--- config.mk ---
export PLATFORM = sky130hd
export DESIGN_NAME = mpu_top
export DESIGN_NICKNAME = d
export VERILOG_FILES = /design/src/logic/mpu_periph_pkg.sv /design/src/logic/mpu_bus_pkg.sv /design/src/logic/periph_bus_if.sv /design/src/logic/mpu_top.sv /design/src/logic/mpu_interrupt_ctrl.sv /design/src/logic/mpu_interval_timer.sv /design/src/logic/mpu_bus_bridge.sv
export SDC_FILE = /design/constraint.sdc
export NUM_CORES = 2
export LEC_CHECK = 0
export BUFFER_PORTS_ARGS = -buffer_cell sky130_fd_sc_hd__buf_2
export CORE_AREA = 2 2 255 257
export CTS_BUF_LIST = sky130_fd_sc_hd__clkbuf_2 sky130_fd_sc_hd__clkbuf_4 sky130_fd_sc_hd__clkbuf_8
export CTS_CLUSTER_DIAMETER = 60
export CTS_CLUSTER_SIZE = 10
export DETAILED_ROUTE_END_ITERATION = 8
export DIE_AREA = 0 0 257 259
export PLACE_DENSITY = 0.82
export REMOVE_ABC_BUFFERS = 1
export SKIP_LAST_GASP = 1
export SYNTH_ARGS = -nofsm -noshare
export SYNTH_HDL_FRONTEND = slang
export SYNTH_SLANG_ARGS = --single-unit
--- constraint.sdc ---
create_clock -name clk_i -period 112.9 [get_ports clk_i]
set_input_delay 11.29 -clock clk_i [delete_from_list [all_inputs] [get_ports clk_i]]
set_output_delay 11.29 -clock clk_i [all_outputs]
set_load 0.02 [all_outputs]
--- src/logic/mpu_periph_pkg.sv ---
`default_nettype none

package mpu_periph_pkg;

	// ======================================
	// interval timer
	// ======================================

	localparam int TIMER_CHANNELS = 4;
	localparam int TIMER_CHAN_W = $clog2(TIMER_CHANNELS);
	// channel number in address bits 5:4
	localparam int TIMER_CHAN_LSB = 4;
	// register select in address bits 3:2
	localparam int TIMER_REG_LSB = 2;
	localparam int TIMER_REG_W = 2;

	// control register bits
	localparam int TIMER_CTRL_ENABLE = 0;
	localparam int TIMER_CTRL_AUTO = 1;
	localparam int TIMER_CTRL_W = 2;

	typedef enum logic [TIMER_REG_W-1:0] {
		RELOAD = 2'd0,
		COUNT = 2'd1,
		CONTROL = 2'd2
	} timer_reg_e;

	// ======================================
	// interrupt controller
	// ======================================

	localparam int IRQ_SOURCES = 32;
	// sources 1 to 28 come from outside the node
	localparam int EXT_IRQ_W = 28;
	localparam int IRQ_LEVEL_W = 3;
	localparam int CAUSE_W = 8;
	// register select in address bits 4:2
	localparam int PIC_REG_LSB = 2;
	localparam int PIC_REG_W = 3;
	// eight 4-bit level fields per LEVEL register
	localparam int LEVEL_FIELDS = 8;
	localparam int LEVEL_FIELD_W = 4;

	typedef enum logic [PIC_REG_W-1:0] {
		PENDING = 3'd0,
		ENABLE = 3'd1,
		LEVEL0 = 3'd2,
		LEVEL1 = 3'd3,
		LEVEL2 = 3'd4,
		LEVEL3 = 3'd5
	} pic_reg_e;

endpackage

`default_nettype wire

--- src/logic/mpu_bus_pkg.sv ---
`default_nettype none

package mpu_bus_pkg;

	// ======================================
	// core side bus
	// ======================================

	// 128-bit data with one select per byte
	localparam int CORE_DATA_W = 128;
	localparam int CORE_SEL_W = 16;
	localparam int ADDR_W = 32;

	// ======================================
	// on-chip peripheral pages
	// ======================================

	localparam int PERIPH_DATA_W = 32;
	// each peripheral owns one 4 KB page
	localparam int PERIPH_ADR_W = 12;
	localparam int PAGE_W = ADDR_W - PERIPH_ADR_W;

	// upper address match per page
	localparam logic [PAGE_W-1:0] TIMER_BASE = 20'hFF960;
	localparam logic [PAGE_W-1:0] PIC_BASE = 20'hFF9C0;

	// lane narrowing helpers
	localparam int LANES = CORE_DATA_W / PERIPH_DATA_W;
	localparam int LANE_SEL_W = CORE_SEL_W / LANES;
	localparam int LANE_IDX_W = $clog2(LANES);
	// lane index lands on address bits 3:2
	localparam int LANE_LSB = 2;

endpackage

`default_nettype wire
--- src/logic/periph_bus_if.sv ---
`timescale 1ns/1ps
`default_nettype none

interface periph_bus_if;

	// request side, all registered in the bridge
	logic cyc;
	logic stb;
	logic we;
	logic [mpu_bus_pkg::PERIPH_ADR_W-1:0] adr;
	logic [mpu_bus_pkg::PERIPH_DATA_W-1:0] dat_w;
	// one select per peripheral page
	logic timer_cs;
	logic pic_cs;

	// response side, dat_r is zero while ack is low
	logic [mpu_bus_pkg::PERIPH_DATA_W-1:0] dat_r;
	logic ack;

	modport bridge (output cyc, stb, we, adr, dat_w, timer_cs, pic_cs, input dat_r, ack);

	modport periph (input cyc, stb, we, adr, dat_w, timer_cs, pic_cs, output dat_r, ack);

endinterface

`default_nettype wire

--- src/logic/mpu_top.sv ---
`timescale 1ns/1ps
`default_nettype none

module mpu_top #(
	parameter int TIMER_W = 32
) (
	input  logic clk_i,
	input  logic reset_i,
	// core side
	input  logic core_cyc_i,
	input  logic core_stb_i,
	input  logic core_we_i,
	input  logic [mpu_bus_pkg::CORE_SEL_W-1:0] core_sel_i,
	input  logic [mpu_bus_pkg::ADDR_W-1:0] core_adr_i,
	input  logic [mpu_bus_pkg::CORE_DATA_W-1:0] core_dat_i,
	output logic core_ack_o,
	output logic [mpu_bus_pkg::CORE_DATA_W-1:0] core_dat_o,
	// external bus
	output logic ext_cyc_o,
	output logic ext_stb_o,
	output logic ext_we_o,
	output logic [mpu_bus_pkg::CORE_SEL_W-1:0] ext_sel_o,
	output logic [mpu_bus_pkg::ADDR_W-1:0] ext_adr_o,
	output logic [mpu_bus_pkg::CORE_DATA_W-1:0] ext_dat_o,
	input  logic ext_ack_i,
	input  logic [mpu_bus_pkg::CORE_DATA_W-1:0] ext_dat_i,
	// interrupts and timer
	input  logic [mpu_periph_pkg::EXT_IRQ_W-1:0] irq_src_i,
	input  logic nmi_i,
	output logic [mpu_periph_pkg::IRQ_LEVEL_W-1:0] irq_o,
	output logic [mpu_periph_pkg::CAUSE_W-1:0] cause_o,
	output logic nmi_o,
	output logic tick3_o
);

	logic [mpu_periph_pkg::TIMER_CHANNELS-1:0] tick;
	logic [mpu_periph_pkg::IRQ_SOURCES-1:0] irq_src;

	periph_bus_if timer_bus ();
	periph_bus_if pic_bus ();

	mpu_bus_bridge u_bridge (
		.clk_i(clk_i),
		.reset_i(reset_i),
		.core_cyc_i(core_cyc_i),
		.core_stb_i(core_stb_i),
		.core_we_i(core_we_i),
		.core_sel_i(core_sel_i),
		.core_adr_i(core_adr_i),
		.core_dat_i(core_dat_i),
		.core_ack_o(core_ack_o),
		.core_dat_o(core_dat_o),
		.ext_cyc_o(ext_cyc_o),
		.ext_stb_o(ext_stb_o),
		.ext_we_o(ext_we_o),
		.ext_sel_o(ext_sel_o),
		.ext_adr_o(ext_adr_o),
		.ext_dat_o(ext_dat_o),
		.ext_ack_i(ext_ack_i),
		.ext_dat_i(ext_dat_i),
		.timer_bus(timer_bus.bridge),
		.pic_bus(pic_bus.bridge)
	);

	mpu_interval_timer #(
		.TIMER_W(TIMER_W)
	) u_timer (
		.clk_i(clk_i),
		.reset_i(reset_i),
		.bus(timer_bus.periph),
		.tick_o(tick)
	);

	// source 0 unused so cause 0 means nothing pending,
	// ticks 0..2 sit on the top sources in reverse order
	assign irq_src = {tick[0], tick[1], tick[2], irq_src_i, 1'b0};

	mpu_interrupt_ctrl u_pic (
		.clk_i(clk_i),
		.reset_i(reset_i),
		.bus(pic_bus.periph),
		.src_i(irq_src),
		.nmi_i(nmi_i),
		.irq_o(irq_o),
		.cause_o(cause_o),
		.nmi_o(nmi_o)
	);

	assign tick3_o = tick[3];

endmodule

`default_nettype wire

--- src/logic/mpu_interrupt_ctrl.sv ---
`timescale 1ns/1ps
`default_nettype none

module mpu_interrupt_ctrl (
	input  logic clk_i,
	input  logic reset_i,
	periph_bus_if.periph bus,
	input  logic [mpu_periph_pkg::IRQ_SOURCES-1:0] src_i,
	input  logic nmi_i,
	output logic [mpu_periph_pkg::IRQ_LEVEL_W-1:0] irq_o,
	output logic [mpu_periph_pkg::CAUSE_W-1:0] cause_o,
	output logic nmi_o
);

	localparam int SRC = mpu_periph_pkg::IRQ_SOURCES;
	localparam int LW = mpu_periph_pkg::IRQ_LEVEL_W;
	localparam int CW = mpu_periph_pkg::CAUSE_W;
	localparam int NF = mpu_periph_pkg::LEVEL_FIELDS;
	localparam int FW = mpu_periph_pkg::LEVEL_FIELD_W;
	localparam int DW = mpu_bus_pkg::PERIPH_DATA_W;

	logic req;
	logic wr_stb;
	logic ack_q;
	logic [DW-1:0] rd_dat;
	logic [DW-1:0] dat_r_q;
	mpu_periph_pkg::pic_reg_e reg_sel;
	logic is_level;
	logic [1:0] grp;
	logic [SRC-1:0] src_q;
	logic [SRC-1:0] rise;
	logic [SRC-1:0] clr_mask;
	logic [SRC-1:0] pending_q;
	logic [SRC-1:0] enable_q;
	logic [SRC-1:0][LW-1:0] lvl_q;
	logic [LW-1:0] best_lvl;
	logic [CW-1:0] best_src;

	assign req = bus.pic_cs & bus.cyc & bus.stb;
	assign wr_stb = req & ~ack_q & bus.we;
	assign reg_sel = mpu_periph_pkg::pic_reg_e'(
		bus.adr[mpu_periph_pkg::PIC_REG_LSB +: mpu_periph_pkg::PIC_REG_W]);

	// which group of eight sources a LEVEL register covers
	always_comb begin
		is_level = 1'b1;
		grp = 2'd0;
		case (reg_sel)
			mpu_periph_pkg::LEVEL0: grp = 2'd0;
			mpu_periph_pkg::LEVEL1: grp = 2'd1;
			mpu_periph_pkg::LEVEL2: grp = 2'd2;
			mpu_periph_pkg::LEVEL3: grp = 2'd3;
			default: is_level = 1'b0;
		endcase
	end

	// ======================================
	// sources and registers
	// ======================================

	assign rise = src_i & ~src_q;
	// write ones to PENDING to clear
	assign clr_mask = (wr_stb && reg_sel == mpu_periph_pkg::PENDING) ? bus.dat_w : '0;

	always_ff @(posedge clk_i) begin
		if (reset_i) begin
			src_q <= '0;
			pending_q <= '0;
			enable_q <= '0;
			lvl_q <= '0;
		end else begin
			src_q <= src_i;
			// a new edge beats a clear in the same cycle
			pending_q <= (pending_q & ~clr_mask) | rise;
			if (wr_stb && reg_sel == mpu_periph_pkg::ENABLE) begin
				enable_q <= bus.dat_w;
			end
			if (wr_stb && is_level) begin
				for (int i = 0; i < NF; i++) begin
					lvl_q[grp*NF + i] <= bus.dat_w[i*FW +: LW];
				end
			end
		end
	end

	// ======================================
	// priority resolve
	// ======================================

	// ascending scan with >= so the higher source takes a tie
	always_comb begin
		best_lvl = '0;
		best_src = '0;
		for (int i = 0; i < SRC; i++) begin
			if (pending_q[i] && enable_q[i] && lvl_q[i] >= best_lvl) begin
				best_lvl = lvl_q[i];
				best_src = i[CW-1:0];
			end
		end
	end

	always_ff @(posedge clk_i) begin
		if (reset_i) begin
			irq_o <= '0;
			cause_o <= '0;
			nmi_o <= 1'b0;
		end else begin
			irq_o <= best_lvl;
			cause_o <= best_src;
			nmi_o <= nmi_i;
		end
	end

	// ======================================
	// read back and ack
	// ======================================

	always_comb begin
		rd_dat = '0;
		if (is_level) begin
			for (int i = 0; i < NF; i++) begin
				rd_dat[i*FW +: LW] = lvl_q[grp*NF + i];
			end
		end else if (reg_sel == mpu_periph_pkg::PENDING) begin
			rd_dat[SRC-1:0] = pending_q;
		end else if (reg_sel == mpu_periph_pkg::ENABLE) begin
			rd_dat[SRC-1:0] = enable_q;
		end
	end

	always_ff @(posedge clk_i) begin
		if (reset_i) begin
			ack_q <= 1'b0;
			dat_r_q <= '0;
		end else begin
			ack_q <= req & ~ack_q;
			dat_r_q <= (req & ~ack_q) ? rd_dat : '0;
		end
	end

	assign bus.ack = ack_q;
	assign bus.dat_r = dat_r_q;

endmodule

`default_nettype wire

--- src/logic/mpu_interval_timer.sv ---
`timescale 1ns/1ps
`default_nettype none

module mpu_interval_timer #(
	parameter int TIMER_W = 32
) (
	input  logic clk_i,
	input  logic reset_i,
	periph_bus_if.periph bus,
	output logic [mpu_periph_pkg::TIMER_CHANNELS-1:0] tick_o
);

	localparam int CH = mpu_periph_pkg::TIMER_CHANNELS;
	localparam int CHW = mpu_periph_pkg::TIMER_CHAN_W;
	localparam int CTW = mpu_periph_pkg::TIMER_CTRL_W;
	localparam int EN = mpu_periph_pkg::TIMER_CTRL_ENABLE;
	localparam int AUTO = mpu_periph_pkg::TIMER_CTRL_AUTO;
	localparam int DW = mpu_bus_pkg::PERIPH_DATA_W;

	logic req;
	logic wr_stb;
	logic ack_q;
	logic [DW-1:0] rd_dat;
	logic [DW-1:0] dat_r_q;
	logic [CHW-1:0] chan;
	mpu_periph_pkg::timer_reg_e reg_sel;
	logic [CH-1:0][TIMER_W-1:0] reload_v;
	logic [CH-1:0][TIMER_W-1:0] count_v;
	logic [CH-1:0][CTW-1:0] ctrl_v;

	assign req = bus.timer_cs & bus.cyc & bus.stb;
	// write takes effect once, on the cycle the ack is raised
	assign wr_stb = req & ~ack_q & bus.we;
	assign chan = bus.adr[mpu_periph_pkg::TIMER_CHAN_LSB +: CHW];
	assign reg_sel = mpu_periph_pkg::timer_reg_e'(
		bus.adr[mpu_periph_pkg::TIMER_REG_LSB +: mpu_periph_pkg::TIMER_REG_W]);

	// ======================================
	// channels
	// ======================================

	for (genvar ch = 0; ch < CH; ch++) begin : g_chan
		logic [TIMER_W-1:0] reload_q;
		logic [TIMER_W-1:0] count_q;
		logic [CTW-1:0] ctrl_q;
		logic tick_q;
		logic sel_ch;
		logic load;
		logic expire;

		assign sel_ch = wr_stb && chan == CHW'(ch);
		// RELOAD and COUNT writes both load the counter
		assign load = sel_ch && (reg_sel == mpu_periph_pkg::RELOAD
			|| reg_sel == mpu_periph_pkg::COUNT);
		assign expire = ctrl_q[EN] && count_q == '0 && !load;

		always_ff @(posedge clk_i) begin
			if (sel_ch && reg_sel == mpu_periph_pkg::RELOAD) begin
				reload_q <= bus.dat_w[TIMER_W-1:0];
			end
		end

		always_ff @(posedge clk_i) begin
			if (reset_i) begin
				count_q <= '0;
				ctrl_q <= '0;
				tick_q <= 1'b0;
			end else begin
				tick_q <= expire;
				if (load) begin
					count_q <= bus.dat_w[TIMER_W-1:0];
				end else if (expire && ctrl_q[AUTO]) begin
					count_q <= reload_q;
				end else if (ctrl_q[EN] && count_q != '0) begin
					count_q <= count_q - 1'b1;
				end
				// one-shot mode clears its own enable at zero
				if (sel_ch && reg_sel == mpu_periph_pkg::CONTROL) begin
					ctrl_q <= bus.dat_w[CTW-1:0];
				end else if (expire && !ctrl_q[AUTO]) begin
					ctrl_q[EN] <= 1'b0;
				end
			end
		end

		assign reload_v[ch] = reload_q;
		assign count_v[ch] = count_q;
		assign ctrl_v[ch] = ctrl_q;
		assign tick_o[ch] = tick_q;
	end

	// ======================================
	// read back and ack
	// ======================================

	always_comb begin
		rd_dat = '0;
		case (reg_sel)
			mpu_periph_pkg::RELOAD: rd_dat[TIMER_W-1:0] = reload_v[chan];
			// live count
			mpu_periph_pkg::COUNT: rd_dat[TIMER_W-1:0] = count_v[chan];
			mpu_periph_pkg::CONTROL: rd_dat[CTW-1:0] = ctrl_v[chan];
			default: rd_dat = '0;
		endcase
	end

	always_ff @(posedge clk_i) begin
		if (reset_i) begin
			ack_q <= 1'b0;
			dat_r_q <= '0;
		end else begin
			ack_q <= req & ~ack_q;
			dat_r_q <= (req & ~ack_q) ? rd_dat : '0;
		end
	end

	assign bus.ack = ack_q;
	assign bus.dat_r = dat_r_q;

endmodule

`default_nettype wire

--- src/logic/mpu_bus_bridge.sv ---
`timescale 1ns/1ps
`default_nettype none

module mpu_bus_bridge (
	input  logic clk_i,
	input  logic reset_i,
	// core side
	input  logic core_cyc_i,
	input  logic core_stb_i,
	input  logic core_we_i,
	input  logic [mpu_bus_pkg::CORE_SEL_W-1:0] core_sel_i,
	input  logic [mpu_bus_pkg::ADDR_W-1:0] core_adr_i,
	input  logic [mpu_bus_pkg::CORE_DATA_W-1:0] core_dat_i,
	output logic core_ack_o,
	output logic [mpu_bus_pkg::CORE_DATA_W-1:0] core_dat_o,
	// external bus
	output logic ext_cyc_o,
	output logic ext_stb_o,
	output logic ext_we_o,
	output logic [mpu_bus_pkg::CORE_SEL_W-1:0] ext_sel_o,
	output logic [mpu_bus_pkg::ADDR_W-1:0] ext_adr_o,
	output logic [mpu_bus_pkg::CORE_DATA_W-1:0] ext_dat_o,
	input  logic ext_ack_i,
	input  logic [mpu_bus_pkg::CORE_DATA_W-1:0] ext_dat_i,
	// on-chip peripherals
	periph_bus_if.bridge timer_bus,
	periph_bus_if.bridge pic_bus
);

	localparam int DW = mpu_bus_pkg::PERIPH_DATA_W;
	localparam int AW = mpu_bus_pkg::ADDR_W;
	localparam int PAGE_W = mpu_bus_pkg::PAGE_W;
	localparam int PW = mpu_bus_pkg::PERIPH_ADR_W;
	localparam int LANES = mpu_bus_pkg::LANES;
	localparam int LSW = mpu_bus_pkg::LANE_SEL_W;
	localparam int LIW = mpu_bus_pkg::LANE_IDX_W;
	localparam int LLSB = mpu_bus_pkg::LANE_LSB;

	logic cyc_q;
	logic stb_q;
	logic we_q;
	logic ext_stb_q;
	logic timer_cs_q;
	logic pic_cs_q;
	logic hold_q;
	logic [mpu_bus_pkg::CORE_SEL_W-1:0] sel_q;
	logic [AW-1:0] adr_q;
	logic [mpu_bus_pkg::CORE_DATA_W-1:0] dat_q;
	logic timer_hit;
	logic pic_hit;
	logic ack_any;
	logic [LANES-1:0] lane_hot;
	logic [LIW-1:0] lane_idx;
	logic [DW-1:0] lane_dat;
	logic [PW-1:0] periph_adr;

	// ======================================
	// page decode and outbound registers
	// ======================================

	assign timer_hit = core_adr_i[AW-1 -: PAGE_W] == mpu_bus_pkg::TIMER_BASE;
	assign pic_hit = core_adr_i[AW-1 -: PAGE_W] == mpu_bus_pkg::PIC_BASE;
	assign ack_any = ext_ack_i | timer_bus.ack | pic_bus.ack;

	// stb drops on the ack and stays low until the core releases its stb,
	// so a held request is never issued twice
	always_ff @(posedge clk_i) begin
		if (reset_i) begin
			cyc_q <= 1'b0;
			stb_q <= 1'b0;
			we_q <= 1'b0;
			ext_stb_q <= 1'b0;
			timer_cs_q <= 1'b0;
			pic_cs_q <= 1'b0;
			hold_q <= 1'b0;
		end else begin
			cyc_q <= core_cyc_i;
			stb_q <= core_stb_i & ~ack_any & ~hold_q;
			we_q <= core_we_i;
			// external stb never shows for an on-chip page
			ext_stb_q <= core_stb_i & ~ack_any & ~hold_q & ~(timer_hit | pic_hit);
			timer_cs_q <= timer_hit;
			pic_cs_q <= pic_hit;
			if (!core_stb_i) begin
				hold_q <= 1'b0;
			end else if (ack_any) begin
				hold_q <= 1'b1;
			end
		end
	end

	// payload
	always_ff @(posedge clk_i) begin
		sel_q <= core_sel_i;
		adr_q <= core_adr_i;
		dat_q <= core_dat_i;
	end

	assign ext_cyc_o = cyc_q;
	assign ext_stb_o = ext_stb_q;
	assign ext_we_o = we_q;
	assign ext_sel_o = sel_q;
	assign ext_adr_o = adr_q;
	assign ext_dat_o = dat_q;

	// ======================================
	// lane narrowing
	// ======================================

	// highest lane with any select wins, lane 0 if none
	always_comb begin
		lane_hot = '0;
		lane_idx = '0;
		lane_dat = '0;
		for (int l = LANES - 1; l > 0; l--) begin
			if (lane_hot == '0 && |sel_q[l*LSW +: LSW]) begin
				lane_hot[l] = 1'b1;
				lane_idx = LIW'(l);
			end
		end
		if (lane_hot == '0) begin
			lane_hot[0] = 1'b1;
		end
		for (int l = 0; l < LANES; l++) begin
			if (lane_hot[l]) begin
				lane_dat = dat_q[l*DW +: DW];
			end
		end
	end

	// bits 3:2 rebuilt from the chosen lane
	assign periph_adr = {adr_q[PW-1:LLSB+LIW], lane_idx, {LLSB{1'b0}}};

	assign timer_bus.cyc = cyc_q;
	assign timer_bus.stb = stb_q;
	assign timer_bus.we = we_q;
	assign timer_bus.adr = periph_adr;
	assign timer_bus.dat_w = lane_dat;
	assign timer_bus.timer_cs = timer_cs_q;
	assign timer_bus.pic_cs = pic_cs_q;

	assign pic_bus.cyc = cyc_q;
	assign pic_bus.stb = stb_q;
	assign pic_bus.we = we_q;
	assign pic_bus.adr = periph_adr;
	assign pic_bus.dat_w = lane_dat;
	assign pic_bus.timer_cs = timer_cs_q;
	assign pic_bus.pic_cs = pic_cs_q;

	// ======================================
	// response merge
	// ======================================

	always_ff @(posedge clk_i) begin
		if (reset_i) begin
			core_ack_o <= 1'b0;
		end else begin
			core_ack_o <= ack_any;
		end
	end

	// peripherals drive zero when idle, external data only counts with its ack
	always_ff @(posedge clk_i) begin
		core_dat_o <= {LANES{timer_bus.dat_r}} | {LANES{pic_bus.dat_r}}
			| (ext_ack_i ? ext_dat_i : '0);
	end

endmodule

`default_nettype wire

======== Word-level counts from Yosys, hierarchy flattened ========
Index checks and enable logic that the tools add are counted.
word-level totals
  register bits after elaboration ......... 850
  output and inout port bits .............. 321
  bits of input ports ..................... 339
  word-level logic and storage cells ...... 487
operators by class
  reductions and logical operators ........ 152
  muxes and demuxes ....................... 156
  $lt $le $gt $ge ......................... 49
  $add $sub $neg .......................... 11
  equal/unequal tests ..................... 12
  bitwise gates (word level) .............. 30
operators with widths
  cell                                                                number
  bitwise mux 96 bit                                                  8
  two-way mux 32 bit                                                  21
  bitwise OR 128 bit                                                  2
  greater-or-equal comparator 32 x 1 -> 1 bit, second input constant  7
  less-than comparator 32 x 6 -> 1 bit, second input constant         7
  two-way mux 3 bit                                                   60
  binary-select mux 32 bit (select 2 bit)                             2
  logical NOT 32 bit                                                  4
  two-way mux 128 bit                                                 1
  nonzero test 32 bit                                                 4
  subtractor 32 x 1 -> 32 bit, second input constant                  4
  logical AND 1 bit                                                   113
  binary-select mux 3 bit (select 5 bit)                              7
  demux 3 bit (select 5 bit)                                          7
  greater-or-equal comparator 3 bit                                   31
  two-way mux 5 bit                                                   16
  bitwise AND 32 bit                                                  2
  NOT 32 bit                                                          2
  case mux 30 bit (2 select lines)                                    1
  equality test 20 bit, second input constant                         2
  two-way mux 4 bit                                                   8
  bitwise OR 32 bit                                                   1
  OR reduction 31 bit                                                 1
  adder 5 x 3 -> 6 bit, second input constant                         4
  29 further kinds                                                    95

======== Longest topological paths before layout ========
  depth in word-level cells ............... 96
  depth in mapped cells ................... 225
  mapped depth without buffers ............ 224

======== By module ========
Synthesis repeated with hierarchy kept, for this count alone.
second synthesis, totals
  cells, all modules ...................... 4268
  area, all modules ....................... 39186.3 µm²
modules (own cells, without submodules)
  module              cells an instance  sequential area each (µm²)  times used  area each (µm²)
  mpu_interval_timer  1625               7307.0                      1           16392.0
  mpu_interrupt_ctrl  1745               4684.5                      1           13452.9
  mpu_bus_bridge      897                6246.0                      1           9337.7
  mpu_top             1                  0.0                         1           3.8

======== Worst setup path after synthesis ========
OpenSTA, ideal clock, no wires.
  path kind ............................... register -> register
  from .................................... register u_pic.pending_q[0]
  to ...................................... register u_pic.cause_o[4] in the netlist's numbering
  period minus slack after synthesis ...... 39625 ps
  slack ................................... 73275 ps
  stages on the path, launching flop included .. 218
  setup time .............................. 132 ps
  arrival time ............................ 39493 ps
  cell sequence ........................... dfxtp_1 -> and3_1 -> ha_1 -> nor2b_2 -> o21ai_2 -> nand2_1 -> nand2_1 -> o21ai_0 -> ha_1 -> nand2b_1 -> o21ai_0 -> a31oi_1 -> a21oi_1 -> nor2_1 -> mux2_2 -> ha_1 -> nand2b_1 -> a31oi_1 -> [182 not listed] -> mux2i_1 -> inv_1 -> ha_1 -> nand2b_1 -> a21oi_1 -> nand2_1 -> a21oi_1 -> nor2_1 -> nand2_1 -> o21ai_1 -> ha_1 -> nand2b_1 -> a21oi_1 -> nor2b_1 -> o211ai_1 -> nor2b_1 -> and4b_1 -> a21oi_1
between the ends
  cells in the longest elaborated chain, start to end .. 96
  elaborated cells on any way between the ends .. 111
ends and longest elaborated chain
  item                               line                       RTL
  from (decl)                        mpu_interrupt_ctrl.sv:33   logic [SRC-1:0] pending_q;
  from (signal assigned)             mpu_interrupt_ctrl.sv:74   pending_q <= (pending_q & ~clr_mask) | rise;
  logical AND 1 bit * (2 in a row)   mpu_interrupt_ctrl.sv:95   if (pending_q[i] && enable_q[i] && lvl_q[i] >= best_lvl) begin
  two-way mux 3 bit *                mpu_interrupt_ctrl.sv:95
  greater-or-equal comparator 3 bit  mpu_interrupt_ctrl.sv:95
  logical AND 1 bit                  mpu_interrupt_ctrl.sv:95
  two-way mux 3 bit *                mpu_interrupt_ctrl.sv:95
  greater-or-equal comparator 3 bit  mpu_interrupt_ctrl.sv:95
  logical AND 1 bit                  mpu_interrupt_ctrl.sv:95
  two-way mux 3 bit *                mpu_interrupt_ctrl.sv:95
  [79 not listed]                    -
  logical AND 1 bit                  mpu_interrupt_ctrl.sv:95
  two-way mux 3 bit                  mpu_interrupt_ctrl.sv:95
  greater-or-equal comparator 3 bit  mpu_interrupt_ctrl.sv:95
  logical AND 1 bit                  mpu_interrupt_ctrl.sv:95
  two-way mux 3 bit                  mpu_interrupt_ctrl.sv:95
  greater-or-equal comparator 3 bit  mpu_interrupt_ctrl.sv:95
  logical AND 1 bit                  mpu_interrupt_ctrl.sv:95
  two-way mux 5 bit *                mpu_interrupt_ctrl.sv:95
  to (signal assigned)               mpu_interrupt_ctrl.sv:109  cause_o <= best_src;
  to (decl)                          mpu_interrupt_ctrl.sv:11   output logic [mpu_periph_pkg::CAUSE_W-1:0] cause_o,
Every way passes the cells marked *; elsewhere a longest branch is shown, timed or not.
A chain may end at the register's enable or synchronous reset.

======== Worst setup path in the final report ========
  from .................................... register u_pic.enable_q[0]
  to ...................................... register u_pic.cause_o[4] in the netlist's numbering
between the ends
  cells in the longest elaborated chain, start to end .. 96
  elaborated cells on any way between the ends .. 111
ends and longest elaborated chain
  item                               line                      RTL
  from (decl)                        mpu_interrupt_ctrl.sv:34  logic [SRC-1:0] enable_q;
  from (signal assigned)             mpu_interrupt_ctrl.sv:76  enable_q <= bus.dat_w;
  logical AND 1 bit * (2 in a row)   mpu_interrupt_ctrl.sv:95
  two-way mux 3 bit *                mpu_interrupt_ctrl.sv:95
  greater-or-equal comparator 3 bit  mpu_interrupt_ctrl.sv:95
  logical AND 1 bit                  mpu_interrupt_ctrl.sv:95
  two-way mux 3 bit *                mpu_interrupt_ctrl.sv:95
  greater-or-equal comparator 3 bit  mpu_interrupt_ctrl.sv:95
  logical AND 1 bit                  mpu_interrupt_ctrl.sv:95
  two-way mux 3 bit *                mpu_interrupt_ctrl.sv:95
  [79 not listed]                    -
  logical AND 1 bit                  mpu_interrupt_ctrl.sv:95
  two-way mux 3 bit                  mpu_interrupt_ctrl.sv:95
  greater-or-equal comparator 3 bit  mpu_interrupt_ctrl.sv:95
  logical AND 1 bit                  mpu_interrupt_ctrl.sv:95
  two-way mux 3 bit                  mpu_interrupt_ctrl.sv:95
  greater-or-equal comparator 3 bit  mpu_interrupt_ctrl.sv:95
  logical AND 1 bit                  mpu_interrupt_ctrl.sv:95
  two-way mux 5 bit *                mpu_interrupt_ctrl.sv:95
Marks and branches as above.

==> results.json <==
{
  "status": "finished, final reports clean",
  "clock_latency_ns": 0.75,
  "drt_iter0_drc": 5065,
  "ys.flop_type": "dfxtp_1",
  "cts_tree": "yes",
  "io_buffers": 656,
  "path_class": "flop to flop",
  "post-route-util_pct": 67.2,
  "pin_count": 660,
  "path_clk_slew_ns": 0.08,
  "cp_common_cell": "ha_1",
  "drv_cap": 0,
  "skew_ns": 0.0527,
  "syn2layout_area_growth_pct": 16.2,
  "stdcell_count": 5369,
  "slew_headroom_pct": 8.99,
  "drt-pass1-iter-count": 8,
  "slowest_stage": "nor3_1",
  "power_mw": 0.566,
  "yosys_warnings": 0,
  "viasPerCell": 6.45,
  "coreArea_um2": 63900,
  "ir_drop_mv": 0.0146,
  "period_needed_ns": 44.74,
  "postRouteWirelength_um": 145000,
  "worstPathRequired_ns": 113.48,
  "ys_types": 116,
  "final_hold_viol_count": 0,
  "grt_antenna_before_repair": 7,
  "num_vias": 34600,
  "cp-start-kind": "flop",
  "synth-edff-count": 128,
  "final_cell_mix": "716 x dfxtp_1, 654 x buf_2, 583 x nand2_1",
  "holdWs_ns": 0.452,
  "first_global_vias": 32400,
  "syn_inst": 3866,
  "die_h_um": 259,
  "post_cts_buffers": 0,
  "drc": 0,
  "drv_slew": 0,
  "dpl.hpwl_um": 106000,
  "postCtsHoldBufs": 0,
  "gp_congestion": 1.04,
  "cts_buffers": 96,
  "finalSetupViolCount": 0,
  "die_w_um": 257,
  "cts_buffer_depth": 3,
  "cts_sinks": 846,
  "layout-drive-gt1-share_pct": 24.1,
  "end_kind": "flop",
  "worst_slew_pin_slew_ns": 1.35,
  "rows": 93,
  "max_stage_delay_ns": 0.55,
  "arrival_ns": 45.32,
  "detail_route.wl_per_cell_um": 26.9,
  "leakage_nw": 17.3,
  "htreeDepth": 3,
  "final_common_cell": "dfxtp_1",
  "rsz0062_at_grt": "false",
  "fmax_mhz": 22.3,
  "synth_area_um2": 36900,
  "dieArea_um2": 66600,
  "cts_root_buf": "clkbuf_8",
  "hp-class": "flop to flop",
  "post_cts_resized": 0,
  "ys_seq_elements": 846,
  "power_density_nw_per_um2": 13.2,
  "async_flop_share_pct": 0,
  "ant_nets": 0,
  "timing.final.crit_share_pct": 39.6,
  "overflow": 0,
  "place_inst": 5218,
  "start_util_pct": 57.8,
  "final_nets": 4852,
  "crit_fanout": 9,
  "tns_ns": 0,
  "synth-seq-area-share_pct": 49.3,
  "grt_max_degree": 86,
  "grt_use_total_pct": 42.0,
  "syn_area_per_cell_um2": 9.56,
  "grt_pass1_wl_um": 209000
}
[kinds of logic (layout without fill, tap and decap cells)]
kind of cell | after synthesis | in the layout | synth area share [%]
XOR/XNOR | 97 | 97 | 2.30
buffers and inverters | 336 | 977 | 3.53
flip-flops | 846 | 846 | 49.3
AND/OR/NAND/NOR | 1400 | 1400 | 17.2
multiplexers | 115 | 115 | 6.21
AO/OA/AOI/OAI | 1013 | 1013 | 19.5
adder cells (fa/ha/maj) | 58 | 58 | 1.93
other | 1 | 8 | 0.0101
[critical path: cells and delay by family (launching register included)]
kind,cells,cell delay (ns)
AO/OA/AOI/OAI,79,15.11
buffers and inverters,3,0.22
multiplexers,13,4.85
AND/OR/NAND/NOR,86,13.77
flip-flops,1,0.41
adder cells (fa/ha/maj),36,10.24
[power by group]
part           internal [mW]  switching, mW
Combinational         0.0140         0.0283
Clock                 0.0950          0.110
Sequential             0.313        0.00564
[final cells by class]
class | count | area (µm²)
fillers | 5030 | 20900
flip-flops and latches | 846 | 18200
multi-input cells | 2686 | 17600
repair buffers | 730 | 3850
clock buffers | 136 | 1630
well taps | 855 | 1070
inverters | 101 | 379
clock inverters | 10 | 123
diodes | 5 | 12.5
[sequential cells by signal (all words and copies together), names as in the netlist, 3 cells and up]
| register | flops |
|---|---|
| u_bridge.core_dat_o | 128 |
| u_bridge.ext_adr_o | 32 |
| u_bridge.ext_dat_o | 128 |
| u_bridge.ext_sel_o | 16 |
| u_pic.bus.dat_r | 32 |
| u_pic.cause_o | 5 |
| u_pic.enable_q | 32 |
| u_pic.irq_o | 3 |
| u_pic.lvl_q | 96 |
| u_pic.pending_q | 32 |
| u_pic.src_q | 31 |
| u_timer.bus.dat_r | 32 |
| u_timer.g_chan.count_q | 128 |
| u_timer.g_chan.ctrl_q | 8 |
| u_timer.g_chan.reload_q | 128 |
| u_timer.g_chan.tick_q | 4 |
[Yosys cell counts, types with 6 or more instances]
library cell | instances | area share (%)
o31ai_1 | 17 | 0.35
mux2i_1 | 12 | 0.33
nor3b_1 | 11 | 0.22
a222oi_1 | 28 | 0.76
clkbuf_1 | 207 | 2.1
o21ai_1 | 8 | 0.11
ha_1 | 52 | 1.8
a21oi_1 | 246 | 3.3
inv_1 | 97 | 0.99
nand3_1 | 83 | 1.1
buf_4 | 6 | 0.12
o211ai_1 | 150 | 3.0
dfxtp_1 | 718 | 39
or4_1 | 17 | 0.35
a221oi_1 | 22 | 0.52
nand4_1 | 17 | 0.29
nand2_1 | 587 | 6.0
o21a_1 | 13 | 0.26
o211a_1 | 7 | 0.19
edfxtp_1 | 128 | 10
xor2_1 | 23 | 0.55
buf_1 | 14 | 0.14
xnor2_1 | 74 | 1.8
or3_1 | 14 | 0.24
nor2_1 | 347 | 3.5
mux2_2 | 11 | 0.34
a22oi_1 | 160 | 3.3
nand2b_1 | 69 | 1.2
o31a_1 | 6 | 0.14
nor3_1 | 58 | 0.79
a211oi_1 | 137 | 2.8
and2_1 | 23 | 0.39
nor4_1 | 43 | 0.73
a31oi_1 | 20 | 0.34
o21ai_0 | 76 | 1.0
mux4_2 | 90 | 5.5
nor2b_1 | 51 | 0.86
or2_2 | 10 | 0.17
and3_1 | 38 | 0.64
buf_2 | 6 | 0.081
a21o_1 | 12 | 0.24
[layer usage]
metal	wire length [µm]	up-vias	global-route usage (%)
met3	20100	490	13.6
met2	62600	2613	63.3
met5	30	-	0
li1	-	15300	-
met1	51800	16300	52.5
met4	10200	4	25.8
[worst paths after layout]
kind	start	to	slack [ns]	depth (start not counted)
max reg2reg	u_pic.enable_q[0]	u_pic.cause_o[4]	68.16	217
max	u_pic.enable_q[0]	u_pic.cause_o[4]	68.16	217
min	u_timer.bus.dat_r[19]	u_bridge.core_dat_o[83]	0.45	2
min reg2reg	u_timer.bus.dat_r[19]	u_bridge.core_dat_o[83]	0.45	2
[stage by stage]
step	cell area, µm²	setup slack (ns)
5_1_grt	42900	64.14
3_5_place_dp	41200	68.80
4_1_cts	42900	68.63
3_3_place_gp	41200	69.40
6_report	42900	68.16
2_1_floorplan	36000	73.18
Note: power is estimated with default switching activity, not from simulation.
